$ cat config.mk
export PLATFORM = sky130hd
export DESIGN_NAME = csr_file
export DESIGN_NICKNAME = d
export VERILOG_FILES = /design/src/csr_pkg.sv /design/src/csr_file.sv /design/src/csr_machine_regs.sv /design/src/csr_trap_ctrl.sv /design/src/csr_write_decode.sv
export SDC_FILE = /design/constraint.sdc
export NUM_CORES = 1
export LEC_CHECK = 0
export BUFFER_PORTS_ARGS = -buffer_cell sky130_fd_sc_hd__buf_2
export CAP_MARGIN = 10
export CORE_UTILIZATION = 40
export DETAILED_ROUTE_END_ITERATION = 16
export SETUP_SLACK_MARGIN = 0.4
export SLEW_MARGIN = 20
export SYNTH_ARGS = -nofsm -noshare
export SYNTH_HDL_FRONTEND = slang
export SYNTH_SLANG_ARGS = --single-unit
$ cat constraint.sdc
create_clock -name clk -period 3.42 [get_ports clk]
set_input_delay 0.342 -clock clk [delete_from_list [all_inputs] [get_ports clk]]
set_output_delay 0.342 -clock clk [all_outputs]
set_load 0.05 [all_outputs]
$ cat src/csr_pkg.sv
// --------------------
// shared widths, CSR addresses, bit positions and cause codes
// machine mode only, no debug or custom CSRs
// --------------------
`default_nettype none

package csr_pkg;

    // --------------------
    // widths
    // --------------------
    typedef logic [31:0] xlen_t;
    typedef logic [11:0] csr_addr_t;
    typedef logic [2:0]  csr_funct3_t;
    // cause code without the interrupt flag
    typedef logic [30:0] exc_cause_t;
    // one strobe per writable CSR
    typedef logic [5:0]  csr_we_t;

    typedef enum logic {
        TRAP_IDLE,
        TRAP_ACTIVE
    } trap_state_t;

    // strobe positions inside csr_we_t
    localparam int unsigned WE_MSTATUS  = 0;
    localparam int unsigned WE_MIE      = 1;
    localparam int unsigned WE_MTVEC    = 2;
    localparam int unsigned WE_MEPC     = 3;
    localparam int unsigned WE_MSCRATCH = 4;
    localparam int unsigned WE_MTVAL    = 5;

    // --------------------
    // machine CSR addresses
    // --------------------
    localparam csr_addr_t ADDR_MSTATUS  = 12'h300;
    localparam csr_addr_t ADDR_MISA     = 12'h301;
    localparam csr_addr_t ADDR_MIE      = 12'h304;
    localparam csr_addr_t ADDR_MTVEC    = 12'h305;
    localparam csr_addr_t ADDR_MSCRATCH = 12'h340;
    localparam csr_addr_t ADDR_MEPC     = 12'h341;
    localparam csr_addr_t ADDR_MCAUSE   = 12'h342;
    localparam csr_addr_t ADDR_MTVAL    = 12'h343;
    localparam csr_addr_t ADDR_MIP      = 12'h344;

    // mstatus interrupt enable bits
    localparam int unsigned MSTATUS_MIE_BIT  = 3;
    localparam int unsigned MSTATUS_MPIE_BIT = 7;
    // MPP = machine
    localparam xlen_t MSTATUS_RESET = 32'h0000_1800;

    // same positions in mie and mip
    localparam int unsigned IRQ_SOFT_BIT  = 3;
    localparam int unsigned IRQ_TIMER_BIT = 7;
    localparam int unsigned IRQ_EXT_BIT   = 11;

    // --------------------
    // cause codes
    // --------------------
    localparam exc_cause_t CAUSE_MISALIGNED_JUMP  = 31'd0;
    localparam exc_cause_t CAUSE_ILLEGAL_INSTR    = 31'd2;
    localparam exc_cause_t CAUSE_BREAKPOINT       = 31'd3;
    localparam exc_cause_t CAUSE_MISALIGNED_LOAD  = 31'd4;
    localparam exc_cause_t CAUSE_MISALIGNED_STORE = 31'd6;
    localparam exc_cause_t CAUSE_ECALL_M          = 31'd11;

    localparam exc_cause_t CAUSE_IRQ_SOFT  = 31'd3;
    localparam exc_cause_t CAUSE_IRQ_TIMER = 31'd7;
    localparam exc_cause_t CAUSE_IRQ_EXT   = 31'd11;

endpackage

`default_nettype wire

$ cat src/csr_file.sv
// --------------------
// machine CSR file top, single-cycle access without handshake
// reads are combinational, writes land at the next edge
// --------------------
`default_nettype none

module csr_file import csr_pkg::*; #(
    parameter xlen_t MISA_VALUE  = 32'h4014_0100,
    parameter xlen_t MTVEC_RESET = 32'h0000_0000
) (
    input  logic        clk,
    input  logic        rst_n,
    input  logic        stall,
    input  logic        write_enable,
    input  csr_funct3_t f3,
    input  csr_addr_t   address,
    input  xlen_t       write_data,
    input  xlen_t       current_pc,
    input  xlen_t       fetch_instr,
    input  xlen_t       branch_target,
    input  xlen_t       mem_addr,
    input  logic        timer_irq,
    input  logic        soft_irq,
    input  logic        ext_irq,
    input  logic        mret,
    input  logic        exception,
    input  exc_cause_t  exception_cause,
    output xlen_t       read_data,
    output xlen_t       mtvec,
    output xlen_t       mepc,
    output logic        trap
);

    // decode to bank
    xlen_t   write_value;
    csr_we_t csr_we;
    // bank to trap controller and back
    xlen_t   pending_irqs;
    logic    global_ie;
    xlen_t   mtval_now;
    xlen_t   trap_cause;
    xlen_t   trap_value;

    csr_write_decode u_write_decode (
        .stall        (stall),
        .write_enable (write_enable),
        .address      (address),
        .f3           (f3),
        .write_data   (write_data),
        .read_data    (read_data),
        .write_value  (write_value),
        .csr_we       (csr_we)
    );

    csr_machine_regs #(
        .MISA_VALUE  (MISA_VALUE),
        .MTVEC_RESET (MTVEC_RESET)
    ) u_machine_regs (
        .clk          (clk),
        .rst_n        (rst_n),
        .address      (address),
        .write_value  (write_value),
        .csr_we       (csr_we),
        .timer_irq    (timer_irq),
        .soft_irq     (soft_irq),
        .ext_irq      (ext_irq),
        .trap         (trap),
        .mret         (mret),
        .current_pc   (current_pc),
        .trap_cause   (trap_cause),
        .trap_value   (trap_value),
        .read_data    (read_data),
        .pending_irqs (pending_irqs),
        .global_ie    (global_ie),
        .mtvec        (mtvec),
        .mepc         (mepc),
        .mtval_now    (mtval_now)
    );

    csr_trap_ctrl u_trap_ctrl (
        .clk             (clk),
        .rst_n           (rst_n),
        .pending_irqs    (pending_irqs),
        .global_ie       (global_ie),
        .exception       (exception),
        .mret            (mret),
        .exception_cause (exception_cause),
        .current_pc      (current_pc),
        .fetch_instr     (fetch_instr),
        .branch_target   (branch_target),
        .mem_addr        (mem_addr),
        .mtval_now       (mtval_now),
        .trap            (trap),
        .trap_cause      (trap_cause),
        .trap_value      (trap_value)
    );

endmodule

`default_nettype wire

$ cat src/csr_machine_regs.sv
// --------------------
// machine CSR bank with combinational read mux
// trap beats any write, mret beats a write to mstatus
// misa is fixed by parameter, mcause changes only on a trap
// --------------------
`default_nettype none

module csr_machine_regs import csr_pkg::*; #(
    parameter xlen_t MISA_VALUE  = 32'h4014_0100,
    parameter xlen_t MTVEC_RESET = 32'h0000_0000
) (
    input  logic      clk,
    input  logic      rst_n,
    input  csr_addr_t address,
    input  xlen_t     write_value,
    input  csr_we_t   csr_we,
    input  logic      timer_irq,
    input  logic      soft_irq,
    input  logic      ext_irq,
    input  logic      trap,
    input  logic      mret,
    input  xlen_t     current_pc,
    input  xlen_t     trap_cause,
    input  xlen_t     trap_value,
    output xlen_t     read_data,
    output xlen_t     pending_irqs,
    output logic      global_ie,
    output xlen_t     mtvec,
    output xlen_t     mepc,
    output xlen_t     mtval_now
);

    xlen_t mstatus;
    xlen_t mie;
    xlen_t mip;
    xlen_t mcause;
    xlen_t mscratch;
    xlen_t mtval;
    xlen_t mip_next;

    // interrupt lines placed at their mip positions
    always_comb begin
        mip_next                = '0;
        mip_next[IRQ_SOFT_BIT]  = soft_irq;
        mip_next[IRQ_TIMER_BIT] = timer_irq;
        mip_next[IRQ_EXT_BIT]   = ext_irq;
    end

    // --------------------
    // register updates
    // --------------------
    always_ff @(posedge clk) begin
        if (!rst_n) begin
            mstatus  <= MSTATUS_RESET;
            mie      <= '0;
            mip      <= '0;
            mtvec    <= MTVEC_RESET;
            mepc     <= '0;
            mcause   <= '0;
            mscratch <= '0;
            mtval    <= '0;
        end else begin
            // one cycle behind the lines
            mip <= mip_next;

            // save MIE into MPIE and mask on entry
            if (trap) begin
                mstatus[MSTATUS_MPIE_BIT] <= mstatus[MSTATUS_MIE_BIT];
                mstatus[MSTATUS_MIE_BIT]  <= 1'b0;
            end else if (mret) begin
                mstatus[MSTATUS_MIE_BIT] <= mstatus[MSTATUS_MPIE_BIT];
            end else if (csr_we[WE_MSTATUS]) begin
                mstatus <= write_value;
            end

            if (csr_we[WE_MIE]) begin
                mie <= write_value;
            end

            if (csr_we[WE_MTVEC]) begin
                mtvec <= write_value;
            end

            // pc of the trapping instruction
            if (trap) begin
                mepc <= current_pc;
            end else if (csr_we[WE_MEPC]) begin
                mepc <= write_value;
            end

            if (trap) begin
                mcause <= trap_cause;
            end

            if (csr_we[WE_MSCRATCH]) begin
                mscratch <= write_value;
            end

            // trap_value already holds mtval when no update applies
            if (trap) begin
                mtval <= trap_value;
            end else if (csr_we[WE_MTVAL]) begin
                mtval <= write_value;
            end
        end
    end

    // --------------------
    // read mux
    // --------------------
    always_comb begin
        case (address)
            ADDR_MSTATUS:  read_data = mstatus;
            ADDR_MISA:     read_data = MISA_VALUE;
            ADDR_MIE:      read_data = mie;
            ADDR_MTVEC:    read_data = mtvec;
            ADDR_MSCRATCH: read_data = mscratch;
            ADDR_MEPC:     read_data = mepc;
            ADDR_MCAUSE:   read_data = mcause;
            ADDR_MTVAL:    read_data = mtval;
            ADDR_MIP:      read_data = mip;
            // unknown CSR
            default:       read_data = '0;
        endcase
    end

    // to the trap controller
    assign pending_irqs = mie & mip;
    assign global_ie    = mstatus[MSTATUS_MIE_BIT];
    assign mtval_now    = mtval;

    // core must not retire mret while a new trap is taken
    a_trap_mret_excl: assert property (@(posedge clk) disable iff (!rst_n)
        !(trap && mret));

endmodule

`default_nettype wire

$ cat src/csr_trap_ctrl.sv
// --------------------
// trap decision and mcause / mtval selection
// one trap at a time, cleared only by mret
// any pending interrupt wins the cause over an exception
// --------------------
`default_nettype none

module csr_trap_ctrl import csr_pkg::*; (
    input  logic       clk,
    input  logic       rst_n,
    input  xlen_t      pending_irqs,
    input  logic       global_ie,
    input  logic       exception,
    input  logic       mret,
    input  exc_cause_t exception_cause,
    input  xlen_t      current_pc,
    input  xlen_t      fetch_instr,
    input  xlen_t      branch_target,
    input  xlen_t      mem_addr,
    input  xlen_t      mtval_now,
    output logic       trap,
    output xlen_t      trap_cause,
    output xlen_t      trap_value
);

    trap_state_t state;
    logic        irq_pending;

    assign irq_pending = |pending_irqs;

    // --------------------
    // trap-taken state
    // --------------------
    always_ff @(posedge clk) begin
        if (!rst_n) begin
            state <= TRAP_IDLE;
        end else if (trap) begin
            state <= TRAP_ACTIVE;
        end else if (mret) begin
            state <= TRAP_IDLE;
        end
    end

    // enabled interrupt or exception, only when idle
    assign trap = ((irq_pending && global_ie) || exception) && (state == TRAP_IDLE);

    // --------------------
    // mcause encode
    // --------------------
    always_comb begin
        trap_cause = '0;
        if (irq_pending) begin
            trap_cause[31] = 1'b1;
            // order sets priority: ext, timer, soft
            if (pending_irqs[IRQ_EXT_BIT]) begin
                trap_cause[30:0] = CAUSE_IRQ_EXT;
            end else if (pending_irqs[IRQ_TIMER_BIT]) begin
                trap_cause[30:0] = CAUSE_IRQ_TIMER;
            end else if (pending_irqs[IRQ_SOFT_BIT]) begin
                trap_cause[30:0] = CAUSE_IRQ_SOFT;
            end
        end else begin
            trap_cause[30:0] = exception_cause;
        end
    end

    // --------------------
    // mtval select
    // --------------------
    always_comb begin
        trap_value = mtval_now;
        if (exception) begin
            case (exception_cause)
                CAUSE_MISALIGNED_JUMP:  trap_value = branch_target;
                CAUSE_ILLEGAL_INSTR:    trap_value = fetch_instr;
                CAUSE_BREAKPOINT:       trap_value = current_pc;
                CAUSE_MISALIGNED_LOAD,
                CAUSE_MISALIGNED_STORE: trap_value = mem_addr;
                CAUSE_ECALL_M:          trap_value = '0;
                // other causes keep mtval
                default:                trap_value = mtval_now;
            endcase
        end
    end

    // a taken trap blocks further traps until mret
    a_no_nested_trap: assert property (@(posedge clk) disable iff (!rst_n)
        trap && !mret |=> !trap until_with mret);

endmodule

`default_nettype wire

$ cat src/csr_write_decode.sv
// --------------------
// write value and strobe decode, purely combinational
// stall blocks every CSR write here and nowhere else
// misa, mcause and mip get no strobe
// --------------------
`default_nettype none

module csr_write_decode import csr_pkg::*; (
    input  logic        stall,
    input  logic        write_enable,
    input  csr_addr_t   address,
    input  csr_funct3_t f3,
    input  xlen_t       write_data,
    input  xlen_t       read_data,
    output xlen_t       write_value,
    output csr_we_t     csr_we
);

    logic write_ok;

    // --------------------
    // value by access kind
    // --------------------
    always_comb begin
        case (f3)
            // csrrw / csrrwi
            3'b001, 3'b101: write_value = write_data;
            // csrrs / csrrsi
            3'b010, 3'b110: write_value = read_data | write_data;
            // csrrc / csrrci
            3'b011, 3'b111: write_value = read_data & ~write_data;
            default:        write_value = '0;
        endcase
    end

    // no write while the core holds
    assign write_ok = write_enable && !stall;

    // --------------------
    // address to strobe
    // --------------------
    always_comb begin
        csr_we = '0;
        if (write_ok) begin
            case (address)
                ADDR_MSTATUS:  csr_we[WE_MSTATUS]  = 1'b1;
                ADDR_MIE:      csr_we[WE_MIE]      = 1'b1;
                ADDR_MTVEC:    csr_we[WE_MTVEC]    = 1'b1;
                ADDR_MEPC:     csr_we[WE_MEPC]     = 1'b1;
                ADDR_MSCRATCH: csr_we[WE_MSCRATCH] = 1'b1;
                ADDR_MTVAL:    csr_we[WE_MTVAL]    = 1'b1;
                // read-only or unknown
                default:       csr_we = '0;
            endcase
        end
    end

    // at most one register written per access
    always_comb begin
        a_we_onehot: assert final ($onehot0(csr_we));
    end

endmodule

`default_nettype wire

==> run summary <==
Status = completed
Final WS setup = 0.448 ns
CP required = 3.08 ns
Most used cell, CP = buf_2
Total of warnings raised by yosys = 0
Layout Skew = 0.0119 ns
Ys flop type = dfxtp_1
Die X = 178 µm
Crit Path Max Fanout = 5
FFs w/ async S/R, synth = 0%
Fill cells = 3095
CTS clk-pin slew, worst paths = 0.05 ns
Tmin final = 2.97 ns
Hold-fix buffers, CTS = 0
DRT Wirelength = 52.0 mm
Clock tree root buffer cell = clkbuf_16
Rel. slew slack = 28.6%
WP data arrival = 2.63 ns
Max clock buf depth = 3
Post-synth EDFFs = 0
Die Ht = 178 µm
HP Start = ext_irq
Hold_ws = 0.0148 ns
Slowest CP cell = or4b_2
Final Power = 6.38 mW
Layout cell share with drive strength beyond 1 = 28.3%
Most common cell after layout, fill and taps aside = buf_2
CTS tree = yes
First-pass GRT wire length = 77.8 mm
Mapped cell area = 12400 µm²
CP max stage delay = 0.80 ns
Net Sw Frac = 26.7%
Final number of setup-violating endpoints = 0
Gr usage total = 32.4%
Post-synthesis cell type count = 78
Core Area = 30600 µm²
Synthesized flop and latch total = 228
Clock share of power = 44.7%
Initial DRT Pass Iterations = 6
Number of global-route vias before repair = 13.1k
Least-Margin Pin Slew = 1.07 ns
Final core occ = 50.9%
# H-tree levels = 1
Final Hold Fails = 0
Die footprint = 31700 µm²
Initial Utilization = 40.6%
Post-Synthesis Cells = 1542
RR Startpoint = u_machine_regs.mip[11]
Synthesized Nets = 1757
Post-Place Cells = 2183
DP HPWL = 39.1 mm
DRC viols = 0
Worst Hold Class = in2reg
Final Non-Filler Cells = 2234
Setup Slack @ Placement = 0.148 ns
Post-synthesis sequential area ratio = 36.8%
Num ports = 312
Fin. max-slew vios = 0
Area after DPL = 14700 µm²
Post-CTS Setup Bufs = 0
Hold endpoint = u_machine_regs.mip[11]
Port buffer count = 310
Combinational Power Share = 12.1%
Setup CP Type = in2out
Row cnt = 64
Maximum clock frequency = 336 MHz
Post-route cell area = 15600 µm²
GRT Residual Overflow = 0
Drt wl/cell = 23.3 µm
Worst vdd rail ir drop = 0.000318 V
Antenna violations before repair = 6
TritonCTS Buffers = 26
DR vias = 13.7k
Reg-to-reg slack, setup = 0.76 ns
Syn avg cell area = 8.05 µm²
Startpoint Class = input pin
FF-to-FF End = u_machine_regs.mtval_now[0]
Largest net degree at the start of global routing = 82
Seq pwr share = 43.2%
Worst skew pair latency = 0.54 ns
Clock sink total = 228
Tcrit/Tclk final = 86.9%
Commonest cells after routing, fill and taps aside = buf_2 (306), dfxtp_1 (228), nand2_1 (206)
Setup TNS = 0 ns
Reg area = 4560 µm²
Gpl congestion = 0.981
Max cap viols = 0
Via density = 6.12
Multi-input gate area = 7290 µm²
CP Capture Type = primary output
Leakage = 6.24 nW
RSZ-0062 raised after global routing = no
Final #Nets = 2030
Int Power = 4.68 mW
Initial drt markers = 1265
Crit-path cells = buf_2 > or4b_2 > nor3_2 > a32oi_1 > o2111ai_1 > buf_2
Power Density = 409 nW/µm²
Hold-critical path depth = 2
ANT nets after route = 0
Area Growth Syn to Fin = 25.4%
Worst r2r path cells = 8
P_sw = 1.70 mW
-- timing repair --
| item | 4_1_cts | 5_1_grt |
|---|---|---|
| setup endpoints to repair | 0 | 11 |
| gates resized for setup | 0 | 6 |
| hold endpoints to repair | 0 | 0 |
-- layout make-up --
cell class	instances	share of cell area (%)
inverter	22	0.538
antenna	3	0.0482
timing repair buffer	391	14.5
clock inverter	8	0.611
multi-input combinational	1146	46.8
clock buffer	40	4.97
sequential	228	29.3
tap	396	3.18
-- sequential cells by signal (all words and copies together), names as in the netlist --
signal / cells
u_machine_regs.mtvec: 32
u_machine_regs.mscratch: 32
u_machine_regs.mtval_now: 32
u_machine_regs.mcause: 32
u_trap_ctrl.state: 1
u_machine_regs.mie: 32
u_machine_regs.mip: 3
u_machine_regs.mepc: 32
u_machine_regs.mstatus: 32
-- critical path, delay by kind of cell --
family,cells,cell delay [ns]
buf+inv,2,0.49
simple gates,2,1.32
compound gates,2,0.47
-- power groups by stage --
| stage | clock network [mW] | logic, mW | registers, mW |
|---|---|---|---|
| final | 2.85 | 0.770 | 2.76 |
| after global routing | 3.00 | 0.813 | 2.76 |
| after CTS | 2.88 | 0.758 | 2.75 |
| after detailed placement | 0 | 0.755 | 2.81 |
| after global placement | 0 | 0.749 | 2.81 |
| after floorplan | 0 | 0.334 | 2.86 |
-- cells by family (layout without fill, tap and decap cells) --
| family | count (synthesis) | after routing | synth area share [%] |
|---|---|---|---|
| mux | 101 | 101 | 8.49 |
| simple gates | 489 | 489 | 19.2 |
| compound gates | 553 | 553 | 29.7 |
| buf+inv | 168 | 461 | 5.63 |
| flops | 228 | 228 | 36.8 |
| other cells | 0 | 3 | 0 |
| xor+xnor | 3 | 3 | 0.212 |
-- Yosys cell counts (9+ instances only) --
master	count	area share (%)
a22oi_1	44	2.7
a31oi_1	13	0.66
o22ai_1	13	0.66
o21a_1	14	0.85
o31ai_1	15	0.91
nand2_1	206	6.2
a211oi_1	64	3.9
clkbuf_1	96	2.9
o2111ai_1	9	0.63
o211ai_1	12	0.73
nor2_1	82	2.5
nand4_1	37	1.9
nand3_1	68	2.7
dfxtp_1	228	37
a21oi_1	145	5.8
buf_1	9	0.27
buf_2	37	1.5
inv_1	21	0.63
mux2i_1	67	5.4
mux2_2	34	3.1
nor4_1	19	0.96
o21ai_0	112	4.5
a22o_1	30	2.1
nor3_1	11	0.44
-- routing by layer --
| layer | wire (µm) | global-route usage [%] | vias to the layer above |
|---|---|---|---|
| met5 | 33 | 0 | - |
| met4 | 1830 | 11.6 | 4 |
| met3 | 4440 | 5.65 | 113 |
| met2 | 24500 | 54.6 | 728 |
| met1 | 21100 | 41.2 | 6497 |
| li1 | - | - | 6329 |
-- worst max path at each step --
stage	start	to	slack, ns	cells after the start
2_1_floorplan	address[1]	u_machine_regs.mtval_now[21]	0.33	8
3_3_place_gp	exception_cause[29]	u_machine_regs.mtval_now[13]	0.22	8
3_5_place_dp	exception_cause[29]	u_machine_regs.mtval_now[13]	0.15	8
4_1_cts	address[2]	read_data[22]	0.43	6
5_1_grt	address[7]	read_data[3]	0.45	6
6_report	address[7]	read_data[3]	0.45	6
No activity file was read; power rests on OpenSTA's default activity.
